### src/hw/intr_config.svh
// Sizing and register map macros for the interrupt controller, included by RTL and testbench

`ifndef INTR_CONFIG_SVH
`define INTR_CONFIG_SVH

// number of interrupt sources
`define INTR_NUM 16

// width of a source index
`define INTR_ID_W 4

// register port address width
`define REG_ADDR_W 2

// enable mask, read and write
`define REG_ENABLE 2'd0

// pending vector, read only
`define REG_PENDING 2'd1

// acknowledge by id, write only
`define REG_ACK 2'd2

`endif

### src/hw/intr_pkg.sv
// Shared types of the interrupt controller, imported by the RTL modules and the testbench

`default_nettype none

`include "intr_config.svh"

package intr_pkg;

  // one bit per interrupt source
  typedef logic [`INTR_NUM-1:0] intr_vec_t;

  // source index, highest index has highest priority
  typedef logic [`INTR_ID_W-1:0] intr_id_t;

  // register write word
  // enable register uses the mask view, acknowledge uses the id view
  typedef union packed {
    intr_vec_t mask;
    struct packed {
      logic [`INTR_NUM-`INTR_ID_W-1:0] pad;
      intr_id_t                        id;
    } ack;
  } reg_word_u;

  // software register request, one access per cycle
  typedef struct packed {
    logic                   wr;
    logic                   rd;
    logic [`REG_ADDR_W-1:0] addr;
    reg_word_u              wdata;
  } reg_req_t;

  // interrupt output toward the consumer
  typedef struct packed {
    logic     valid;
    intr_id_t id;
  } intr_out_t;

  // acknowledge pulse from register file to pending logic
  typedef struct packed {
    logic     clr;
    intr_id_t id;
  } ack_t;

endpackage

`default_nettype wire

### src/hw/intr_pending.sv
// Rising edge capture of the interrupt sources into the pending register, cleared by acknowledge

`default_nettype none

`include "intr_config.svh"

module intr_pending
  import intr_pkg::*;
(
  input  wire logic      clk,
  input  wire logic      rst_n,
  input  wire intr_vec_t intr_src,
  input  wire ack_t      ack,
  output intr_vec_t      pending
);

  intr_vec_t src_q;
  intr_vec_t rise;
  intr_vec_t clr_mask;

  // previous sample of the sources
  always_ff @(posedge clk or negedge rst_n) begin
    if (!rst_n) begin
      src_q <= '0;
    end else begin
      src_q <= intr_src;
    end
  end

  // low last edge and high now
  assign rise = intr_src & ~src_q;

  // one-hot clear from the acknowledged id
  always_comb begin
    clr_mask = '0;
    if (ack.clr) begin
      clr_mask[ack.id] = 1'b1;
    end
  end

  // a new edge in the clear cycle wins
  always_ff @(posedge clk or negedge rst_n) begin
    if (!rst_n) begin
      pending <= '0;
    end else begin
      pending <= (pending & ~clr_mask) | rise;
    end
  end

endmodule

`default_nettype wire

### src/hw/intr_regs.sv
// Register port of the interrupt controller with enable, pending and acknowledge registers

`default_nettype none

`include "intr_config.svh"

module intr_regs
  import intr_pkg::*;
(
  input  wire logic      clk,
  input  wire logic      rst_n,
  input  wire reg_req_t  reg_req,
  input  wire intr_vec_t pending,
  output intr_vec_t      enable,
  output ack_t           ack,
  output intr_vec_t      rdata,
  output logic           rdata_valid
);

  logic      wr_enable;
  logic      wr_ack;
  intr_vec_t rd_mux;

  // address decode
  assign wr_enable = reg_req.wr && (reg_req.addr == `REG_ENABLE);
  assign wr_ack    = reg_req.wr && (reg_req.addr == `REG_ACK);

  // enable mask from the mask view
  always_ff @(posedge clk or negedge rst_n) begin
    if (!rst_n) begin
      enable <= '0;
    end else if (wr_enable) begin
      enable <= reg_req.wdata.mask;
    end
  end

  // single cycle strobe, id from the id view
  always_ff @(posedge clk or negedge rst_n) begin
    if (!rst_n) begin
      ack <= '0;
    end else begin
      ack.clr <= wr_ack;
      ack.id  <= reg_req.wdata.ack.id;
    end
  end

  // read select
  // sees register contents before a same-cycle write
  always_comb begin
    case (reg_req.addr)
      `REG_ENABLE: begin
        rd_mux = enable;
      end
      `REG_PENDING: begin
        rd_mux = pending;
      end
      default: begin
        // acknowledge and unmapped addresses
        rd_mux = '0;
      end
    endcase
  end

  always_ff @(posedge clk or negedge rst_n) begin
    if (!rst_n) begin
      rdata_valid <= 1'b0;
    end else begin
      rdata_valid <= reg_req.rd;
    end
  end

  // read data only loads on a read
  always_ff @(posedge clk) begin
    if (reg_req.rd) begin
      rdata <= rd_mux;
    end
  end

endmodule

`default_nettype wire

### src/hw/intr_prio_pipe.sv
// Masked highest-index priority encoder with a two-stage valid/ready pipeline to the interrupt output

`default_nettype none

`include "intr_config.svh"

module intr_prio_pipe
  import intr_pkg::*;
(
  input  wire logic      clk,
  input  wire logic      rst_n,
  input  wire intr_vec_t pending,
  input  wire intr_vec_t enable,
  input  wire logic      ready,
  output intr_out_t      intr_out
);

  intr_vec_t masked;
  intr_id_t  top_id;
  logic      any_req;
  logic      advance;
  intr_out_t stage_q;

  // gate pending with the software mask
  assign masked  = pending & enable;
  assign any_req = |masked;

  // later hits overwrite so the highest index wins
  always_comb begin
    top_id = '0;
    for (int i = 0; i < `INTR_NUM; i++) begin
      if (masked[i]) begin
        top_id = intr_id_t'(i);
      end
    end
  end

  // output either consumed or empty
  assign advance = ready || !intr_out.valid;

  // stage register, holds under back-pressure
  always_ff @(posedge clk or negedge rst_n) begin
    if (!rst_n) begin
      stage_q <= '0;
    end else if (advance) begin
      stage_q.valid <= any_req;
      stage_q.id    <= top_id;
    end
  end

  // output register
  always_ff @(posedge clk or negedge rst_n) begin
    if (!rst_n) begin
      intr_out <= '0;
    end else if (advance) begin
      intr_out <= stage_q;
    end
  end

endmodule

`default_nettype wire

### src/hw/intr_ctrl_top.sv
// Top level of the interrupt controller joining register file, pending logic and priority pipe

`default_nettype none

module intr_ctrl_top
  import intr_pkg::*;
(
  input  wire logic      clk,
  input  wire logic      rst_n,
  input  wire intr_vec_t intr_src,
  input  wire reg_req_t  reg_req,
  input  wire logic      ready,
  output intr_out_t      intr_out,
  output intr_vec_t      rdata,
  output logic           rdata_valid
);

  intr_vec_t enable;
  intr_vec_t pending;
  ack_t      ack;

  // software register file
  intr_regs u_regs (
    .clk         (clk),
    .rst_n       (rst_n),
    .reg_req     (reg_req),
    .pending     (pending),
    .enable      (enable),
    .ack         (ack),
    .rdata       (rdata),
    .rdata_valid (rdata_valid)
  );

  // edge capture and acknowledge clear
  intr_pending u_pending (
    .clk      (clk),
    .rst_n    (rst_n),
    .intr_src (intr_src),
    .ack      (ack),
    .pending  (pending)
  );

  // mask applied inside the pipe
  intr_prio_pipe u_prio_pipe (
    .clk      (clk),
    .rst_n    (rst_n),
    .pending  (pending),
    .enable   (enable),
    .ready    (ready),
    .intr_out (intr_out)
  );

endmodule

`default_nettype wire

### config.mk
export PLATFORM = sky130hd
export DESIGN_NAME = intr_ctrl_top
export DESIGN_NICKNAME = d
export VERILOG_FILES = /design/src/hw/intr_pkg.sv /design/src/hw/intr_pending.sv /design/src/hw/intr_regs.sv /design/src/hw/intr_prio_pipe.sv /design/src/hw/intr_ctrl_top.sv
export VERILOG_INCLUDE_DIRS = /design/src /design/src/hw
export SDC_FILE = /design/constraint.sdc
export NUM_CORES = 1
export LEC_CHECK = 0
export BUFFER_PORTS_ARGS = -buffer_cell sky130_fd_sc_hd__buf_4
export CAP_MARGIN = 20
export CORE_ASPECT_RATIO = 0.6
export CORE_MARGIN = 10
export CORE_UTILIZATION = 28
export DETAILED_ROUTE_END_ITERATION = 16
export GPL_TIMING_DRIVEN = 1
export PLACE_DENSITY = 0.44
export RECOVER_POWER = 100
export SETUP_SLACK_MARGIN = 0.2
export SLEW_MARGIN = 25
export SYNTH_ARGS = -nofsm -noshare
export SYNTH_HDL_FRONTEND = slang
export SYNTH_SLANG_ARGS = --single-unit
export TNS_END_PERCENT = 30
### constraint.sdc
create_clock -name clk -period 1.72 [get_ports clk]
set_input_delay 0.086 -clock clk [delete_from_list [all_inputs] [get_ports clk]]
set_output_delay 0.086 -clock clk [all_outputs]
set_load 0.01 [all_outputs]
### Yosys cells after proc, flatten, opt, wreduce, memory -nomap -nowiden

Cells that the tools add are included.

| storage, ports and cells | value |
|---|---|
| register bits | 80 |

| operators by class | value |
|---|---|
| $lt $le $gt $ge | 2 |
| eq/ne operators | 2 |
| muxes and demuxes | 19 |
| bitwise operators | 6 |
| reduce and logical (&&, ||, !) cells | 7 |

Operator list:

| operator | number |
|---|---|
| $mux 4 | 14 |
| $and 16x16->16 | 3 |
| $not 16->16 | 2 |
| $pmux 16 s2 | 1 |
| $mux 16 | 1 |
| $or 16x16->16 | 1 |
| $reduce_or 16->1 | 1 |
| $lt 4x5->1 const B | 1 |
| $demux 1 s4 | 1 |
| $ge 4x1->1 const B | 1 |
| $logic_and 1x1->1 | 3 |
| $eq 2x1->1 const B | 1 |
| $eq 2x2->1 const B | 1 |
| $logic_not 2->1 | 1 |
| $mux 1 | 2 |
| $logic_not 1->1 | 1 |
| $logic_or 1x1->1 | 1 |

### Longest topological paths before layout

Gate-level depths: netlist of the first run.

| depth | value |
|---|---|
| depth in word-level cells | 16 |
| mapped depth | 5 |
| mapped depth without buffers | 4 |

### Modules after synthesis

A second synthesis of the first run with hierarchy kept.

| second synthesis, totals | value |
|---|---|
| cell total of the unflattened synthesis | 244 |
| area total of the unflattened synthesis | 3,225.6 um2 |

Modules (own cells, without submodules):

| module | instances | cells an instance | area an instance (um2) | sequential area each (um2) |
|---|---|---|---|---|
| intr_regs | 1 | 93 | 1,547.7 | 1,031.0 |
| intr_pending | 1 | 91 | 1,093.5 | 800.8 |
| intr_prio_pipe | 1 | 60 | 584.3 | 250.2 |

### Worst setup path after synthesis of the first run

OpenSTA, ideal clock, no wires.

| path | value |
|---|---|
| kind | reg2reg |
| start | reg u_regs.enable[12] |
| end | reg u_prio_pipe.stage_q[4] (netlist name) |
| data arrival time | 1.189 ns |
| data required time | 1.599 ns |
| slack | 0.410 ns |
| cell stages (with the launch flop) | 4 |
| buffers on the path | 0 |
| period minus slack after synthesis | 1.310 ns |
| cells stage by stage | dfrtp_1 > a22o_1 > or3_1 > o22a_1 |

| on the way | value |
|---|---|
| longest elaborated chain between the ends | 2 |

Ends and longest elaborated chain:

| what | line | text |
|---|---|---|
| start: declaration | intr_regs.sv:14 | `output intr_vec_t enable,` |
| start signal: assignment | intr_regs.sv:33 | `enable <= reg_req.wdata.mask;` |
| $and 16x16->16 | intr_prio_pipe.sv:25 | `assign masked = pending & enable;` |
| $reduce_or 16->1 | intr_prio_pipe.sv:26 | `assign any_req = \|masked;` |
| end: declaration | intr_prio_pipe.sv:22 | `intr_out_t stage_q;` |

No other way between the ends.
A chain may end at the register's enable or synchronous reset.

### Worst setup path after layout of the first run

| path | value |
|---|---|
| start | in reg_req[16] (netlist name) |
| end | reg u_regs.enable[13] |

| on the way | value |
|---|---|
| longest elaborated chain between the ends | 2 |

Ends and longest elaborated chain:

| what | line | text |
|---|---|---|
| start: declaration | intr_ctrl_top.sv:11 | `input wire reg_req_t reg_req,` |
| $logic_not 2->1 | -- |  |
| $logic_and 1x1->1 | intr_regs.sv:25 | `` assign wr_enable = reg_req.wr && (reg_req.addr == `REG_ENABLE); `` |

No other way between the ends.

==> flow_summary_export.csv, run 1 <==
group,metric,value,unit
grt,grt_pass1_wl,12.99,mm
setup_path,end_kind,"flop",
final_layout,final_cells,486,
grt,gr-usage-all-layers,10.70,%
setup_path,cp_max_fo,18,
synth,syn-cell-area,3181,µm²
final_layout,diodes,0,
sta,max_freq,675.8,MHz
detailed_routing,wl,8.186,mm
sta,hold_ws,-0.001654,ns
sta,maxSlewViolCount,0,
final_layout,drive_above_1_share,18.13,%
sta,rsz0062_at_grt,"false",
detailed_routing,drc,0,
setup_path,rr_worst_depth,4,
sta,finalHoldViolCount,1,
detailed_routing,dr.pass1.iters,5,
synth,ys_seq_elements,80,
final_layout,final_area,4303,µm²
setup_path,r2r-start,"u_regs.enable[9]",
flow_run,maxCapViolCount,0,
synth,ys_async_sr_fraction,80.00,%
power,ir_drop,0.0005300,V
cts,clock_latency,0.34,ns
grt,grt_pass1_vias,2278,
die,fp-row-count,30,
final_layout,fillers,1084,
setup_path,worstPathArrival,1.69,ns
detailed_routing,drt-wirelength-per-cell,16.84,µm
synth,ys_warn_count,0,
placement,globalplace.congestion,0.7743,
die,initial_core_util,28.43,%
sta,period_share,86.03,%
cts,cts_tree,"built",
sta,worstMarginPinSlew,1.357,ns
sta,fin_skew,0.005893,ns
placement,pre_cts_ws,0.2875,ns
cts,path_clk_slew,0.06,ns
setup_path,r2r-end,"u_prio_pipe.stage_q[4]",
synth,synth_edf_count,16,
final_layout,syn_to_final_growth,35.29,%
setup_path,critPathLaunchType,"primary input",
die,die_w,157.6,µm
cts,cts_made_buffers,9,
setup_path,crit_type,"primary input to flop",
cts,clk_path_buf_depth,2,
placement,dp_hpwl,6.197,mm
sta,finalSetupViolations,0,
synth,yosysUniqueCellTypes,36,
setup_path,startpoint,"reg_req[16]",
detailed_routing,drt_iter0_markers,96,
cts,cts_sinks,80,
grt,grt_max_degree,34,
synth,synthCells,238,
sta,fin_crit,1.480,ns
cts,htreeDepth,3,
run_status,status,"finished, violations left",
grt,overflow,0,
final_layout,seqCellArea,2082,µm²
setup_path,endpoint,"u_regs.enable[13]",
setup_path,reg2reg_slack,0.28,ns
final_layout,utilization,38.47,%
synth,synth_fp_nets,277,
synth,ys_seq_area_share,65.46,%
placement,io_buffers,60,
placement,place_area,3809,µm²
cts,cts_root_buf,"clkbuf_16",
synth,syn_area_per_cell,13.36,µm²
final_layout,layout.nets,376,
sta,slew_headroom,9.555,%
synth,synthFlopType,"dfrtp_1",
sta,setup_ws,0.2403,ns
die,die_h,102.6,µm
detailed_routing,vias_per_cell,4.379,
sta,fin_tns_setup,0,ns
final_layout,multi_input_area,958.4,µm²
run_status,violations,"negative hold slack",
power,power.density,1147,nW/µm²
setup_path,cp.required,1.93,ns
detailed_routing,drtAntennaViolNets,0,
placement,dp_cells,439,
die,io-pin-count,61,
detailed_routing,route.vias.total,2128,
die,die_area,16160,µm²
grt,grt_antenna_before_repair,0,
die,fp.coreArea,11190,µm²
hold_path,hold_class,"primary input to flop",
power,p_leak,0.001794,µW
## repair_timing
| item | CTS | global route |
|---|---|---|
| hold buffers | 31 | 0 |
| hold endpoints to repair | 62 | 0 |
| gates resized for setup | 0 | 1 |
| buffers inserted | 0 | 0 |
| setup endpoints to repair | 0 | 1 |
## worst max-delay path, stage by stage
cell      delay [ns]
clkbuf_1        0.97
nor3b_4         0.10
buf_12          0.22
mux2_1          0.31
## report_power, final
part | total (µW) | internal [µW] | switching, µW
Sequential | 2250 | 2120 | 131
Clock | 2100 | 1340 | 756
Combinational | 588 | 296 | 291
Total | 4940 | 3760 | 1180
## cell usage in the layout, fill, tap and decap left out, types with 2 or more instances in the layout
cell,n
mux2i_1,16
nand2_1,14
nand3b_1,2
nand3_1,6
dfrtp_1,64
clkbuf_4,12
mux2_2,10
a32oi_1,3
inv_1,16
dlygate4sd3_1,31
clkbuf_1,33
a31oi_1,2
nand2b_1,4
o21ai_0,33
edfxtp_1,16
clkbuf_16,11
o32a_1,2
mux2_4,2
buf_12,2
nor2_1,16
a22o_1,2
buf_4,16
mux2_1,8
## registers in the layout, summed over array words and instances (netlist names)
signal and flops:
u_pending.src_q 16, u_regs.rdata 16, u_prio_pipe.intr_out 5, u_prio_pipe.stage_q 5, u_regs.rdata_valid 1, u_pending.pending 16
u_regs.ack 5, u_regs.enable 16
## worst min-delay path by stage
stage	from	end	slack, ns	cells after the start
after global routing	reg_req[9]	u_regs.enable[9]	-0.006	2
after global placement	rst_n	u_regs.rdata_valid	0.06	1
after CTS	reg_req[9]	u_regs.enable[9]	0.003	2
after floorplan	rst_n	u_pending.pending[0]	-0.21	0
after detailed placement	rst_n	u_regs.rdata_valid	0.07	1
final	reg_req[9]	u_regs.enable[9]	-0.002	2
## Yosys cell counts, types with 2 or more instances
master	n	area [µm²]
dfrtp_1	64	1602
o21ai_0	33	165.2
edfxtp_1	16	480.5
inv_1	16	60.06
mux2i_1	16	160.2
nor2_1	16	60.06
nand2_1	14	52.55
mux2_2	10	112.6
mux2_4	10	150.1
nand3_1	6	30.03
nand2b_1	4	25.02
a32oi_1	3	26.28
buf_2	3	15.01
a22o_1	2	17.52
a31oi_1	2	12.51
nand3b_1	2	15.01
o32a_1	2	20.02
## cell type report
| type | count | share of cell area [%] |
|---|---|---|
| clock buffers | 13 | 6.804 |
| clock inverters | 3 | 1.018 |
| inverters | 16 | 1.396 |
| multi-input cells | 136 | 22.27 |
| flip-flops and latches | 80 | 48.39 |
| well taps | 144 | 4.187 |
| repair buffers | 94 | 15.93 |
## metrics by stage
stage          total power (µW)  hold WS (ns)
3_5_place_dp               2912       0.06725
4_1_cts                    5078      0.003415
5_1_grt                    5153     -0.006127
2_1_floorplan              2598       -0.2096
6_report                   4936     -0.001654
3_3_place_gp               2911       0.06413
## per-layer routing
layer / part of all wire [%] / global-route usage [%] / up-vias / wire [µm]
li1: - / - / 1051 / -
met1: 57 / 16.65 / 1020 / 4660
met2: 36 / 13.02 / 55 / 2979
met3: 6.6 / 4.000 / 2 / 538
met4: 0.086 / 2.790 / 0 / 7
met5: 0 / 0 / - / 0
## logic make-up after synthesis
kind of cell	after synthesis	share of synthesized area [%]
flip-flops	80	65.46
multiplexers	36	13.30
buffers and inverters	22	3.462
AO/OA/AOI/OAI	51	10.07
AND/OR/NAND/NOR	49	7.711
No activity file was read; power rests on OpenSTA's default activity.
==> run 2, diff against run 1 <==
- PLACE_DENSITY: 0.44 -> unset
==> run 2 against run 1 <==
Effect of this change:
- the flow now finishes without violations
- worst hold slack improved by 0.024 ns
- via count up 5.1%
- die area stayed put
- global-route usage rose by 0.15 points
- first-iteration DRC count up 110%
- sequential share of layout area up 0.070 points
- cell area fell by 0.15%
- clock-buffer cell count fell by 2
- combinational power is 6.0% higher
- sequential cell count stayed put
- clock skew hardly changed
- setup slack worse by 0.052 ns
- largest cell class unchanged
==> flow_summary_export.csv, run 2 (same netlist as run 1, synthesis figures left out) <==
group,metric,value,unit
run_status,status,"finished clean",
placement,place_area,3796,µm²
final_layout,mostFrequentLayoutCells,"dfrtp_1, o21ai_0, dlygate4sd3_1",
sta,max_freq,652.9,MHz
setup_path,r2r-start,"u_pending.pending[11]",
sta,rsz0062_at_grt,"false",
cts,htreeDepth,3,
final_layout,layout.nets,378,
sta,worstMarginPinSlew,1.284,ns
die,die_w,157.6,µm
detailed_routing,drt-wirelength-per-cell,16.62,µm
cts,cts_sinks,80,
cts,path_clk_slew,0.06,ns
die,fp-row-count,30,
placement,globalplace.congestion,0.8171,
final_layout,drive_above_1_share,20.64,%
sta,period_share,89.04,%
setup_path,rr_worst_depth,4,
detailed_routing,drc,0,
grt,grt_max_degree,40,
grt,grt_antenna_before_repair,0,
cts,clock_latency,0.34,ns
final_layout,final_common_cell,"dfrtp_1",
cts,cts_tree,"built",
die,io-pin-count,61,
sta,fin_skew,0.005879,ns
power,ir_drop,0.0005607,V
setup_path,reg2reg_slack,0.24,ns
setup_path,r2r-end,"u_prio_pipe.stage_q[4]",
hold_path,worst_hold_path.endpoint,"u_regs.enable[9]",
grt,grt-busiest-layer,"met1",
setup_path,cp_top_family,"buffers and inverters",
die,initial_core_util,28.43,%
setup_path,slowest_stage,"clkbuf_1",
detailed_routing,drt_iter0_markers,200,
cts,cts_made_buffers,9,
setup_path,startpoint,"reg_req[16]",
sta,fin_crit,1.532,ns
setup_path,cp.required,1.94,ns
detailed_routing,route.vias.total,2236,
hold_path,hold_path_depth,2,
die,die_h,102.6,µm
sta,maxSlewViolCount,0,
power,p_leak,0.001805,µW
grt,gr-usage-all-layers,10.85,%
power,power,4753,µW
placement,dp_hpwl,6.153,mm
setup_path,cp_max_fo,18,
grt,gr-usage-met1,15.71,%
setup_path,critPathLaunchType,"primary input",
final_layout,diodes,0,
sta,fin_tns_setup,0,ns
hold_path,hp-start,"reg_req[9]",
final_layout,syn_to_final_growth,35.09,%
setup_path,crit_chain,"clkbuf_1, nor3b_4, clkbuf_4, mux2_1",
die,fp.coreArea,11190,µm²
grt,grt_pass1_vias,2458,
setup_path,end_kind,"flop",
grt,grt_pass1_wl,13.30,mm
detailed_routing,dr.pass1.iters,4,
sta,finalHoldViolCount,0,
setup_path,worstPathArrival,1.75,ns
detailed_routing,wl,8.109,mm
grt,met2_usage,14.35,%
grt,overflow,0,
placement,io_buffers,60,
detailed_routing,vias_per_cell,4.582,
setup_path,cpPeakStageDelay,0.92,ns
final_layout,final_area,4297,µm²
sta,finalSetupViolations,0,
setup_path,cp.buffers_inverters,2,
cts,cts_root_buf,"clkbuf_16",
final_layout,fillers,1099,
detailed_routing,drtAntennaViolNets,0,
sta,slew_headroom,14.41,%
power,power.density,1106,nW/µm²
cts,clk_path_buf_depth,2,
hold_path,hold_class,"primary input to flop",
flow_run,maxCapViolCount,0,
grt,met3_usage,4.375,%
die,die_area,16160,µm²
setup_path,crit_type,"primary input to flop",
## run 2: changes by cell type in the layout (fill, tap and decap cells not counted), moves of 2 or more
cell | previous run | this run
mux2_1 | 8 | 1
clkbuf_1 | 33 | 31
clkbuf_4 | 12 | 14
mux2_4 | 2 | 9
## run 2: layout make-up
| class | instances | area [µm²] | area share [%] |
|---|---|---|---|
| clock inverter | 5 | 36.28 | 0.8445 |
| sequential | 80 | 2082 | 48.46 |
| clock buffer | 11 | 264.0 | 6.144 |
| multi-input combinational | 136 | 979.7 | 22.80 |
| tap | 144 | 180.2 | 4.193 |
| inverter | 16 | 60.06 | 1.398 |
| timing repair buffer | 96 | 694.4 | 16.16 |
## run 2: per-stage QoR
step	hold WS, ns	setup WS, ns	utilization [%]	cells
after floorplan	-0.2096	0.4099	-	238
after global placement	0.02429	0.3585	33.94	439
after detailed placement	0.02995	0.3101	33.94	439
after CTS	0.003132	0.2995	39.49	487
after global routing	0.01400	0.1070	38.41	488
final	0.02231	0.1885	38.41	488
## run 2: worst reg2reg max path, delay by kind of cell, from the launching register on
family          cells  cell delay (ns)
simple gates        2             0.47
compound gates      2             0.46
flops               1             0.43
## run 2: report_power, final
part | total (µW) | internal (µW) | switching (µW)
sequential | 2250 | 2120 | 128
clock | 1880 | 1110 | 772
combinational | 623 | 325 | 298
## run 2: worst max-delay path by stage
stage	end	slack (ns)	cells after the start
2_1_floorplan	u_prio_pipe.stage_q[4]	0.41	3
3_3_place_gp	u_prio_pipe.stage_q[4]	0.36	4
3_5_place_dp	u_prio_pipe.stage_q[4]	0.31	4
4_1_cts	u_prio_pipe.stage_q[4]	0.30	4
5_1_grt	u_regs.enable[5]	0.11	4
6_report	u_regs.enable[5]	0.19	4
## run 2: per-layer routing
metal | up-vias | part of all wire, %
met3 | 10 | 8.2
met1 | 1092 | 53
met4 | 0 | 1.1
met5 | - | 0
met2 | 73 | 38
li1 | 1061 | -
## run 2: timing repair
action                                  CTS  global route
resized for setup                         0             0
hold endpoints to repair                 64             0
hold buffers                             32             0
setup buffers                             0             1
endpoints found under the setup margin    0             1
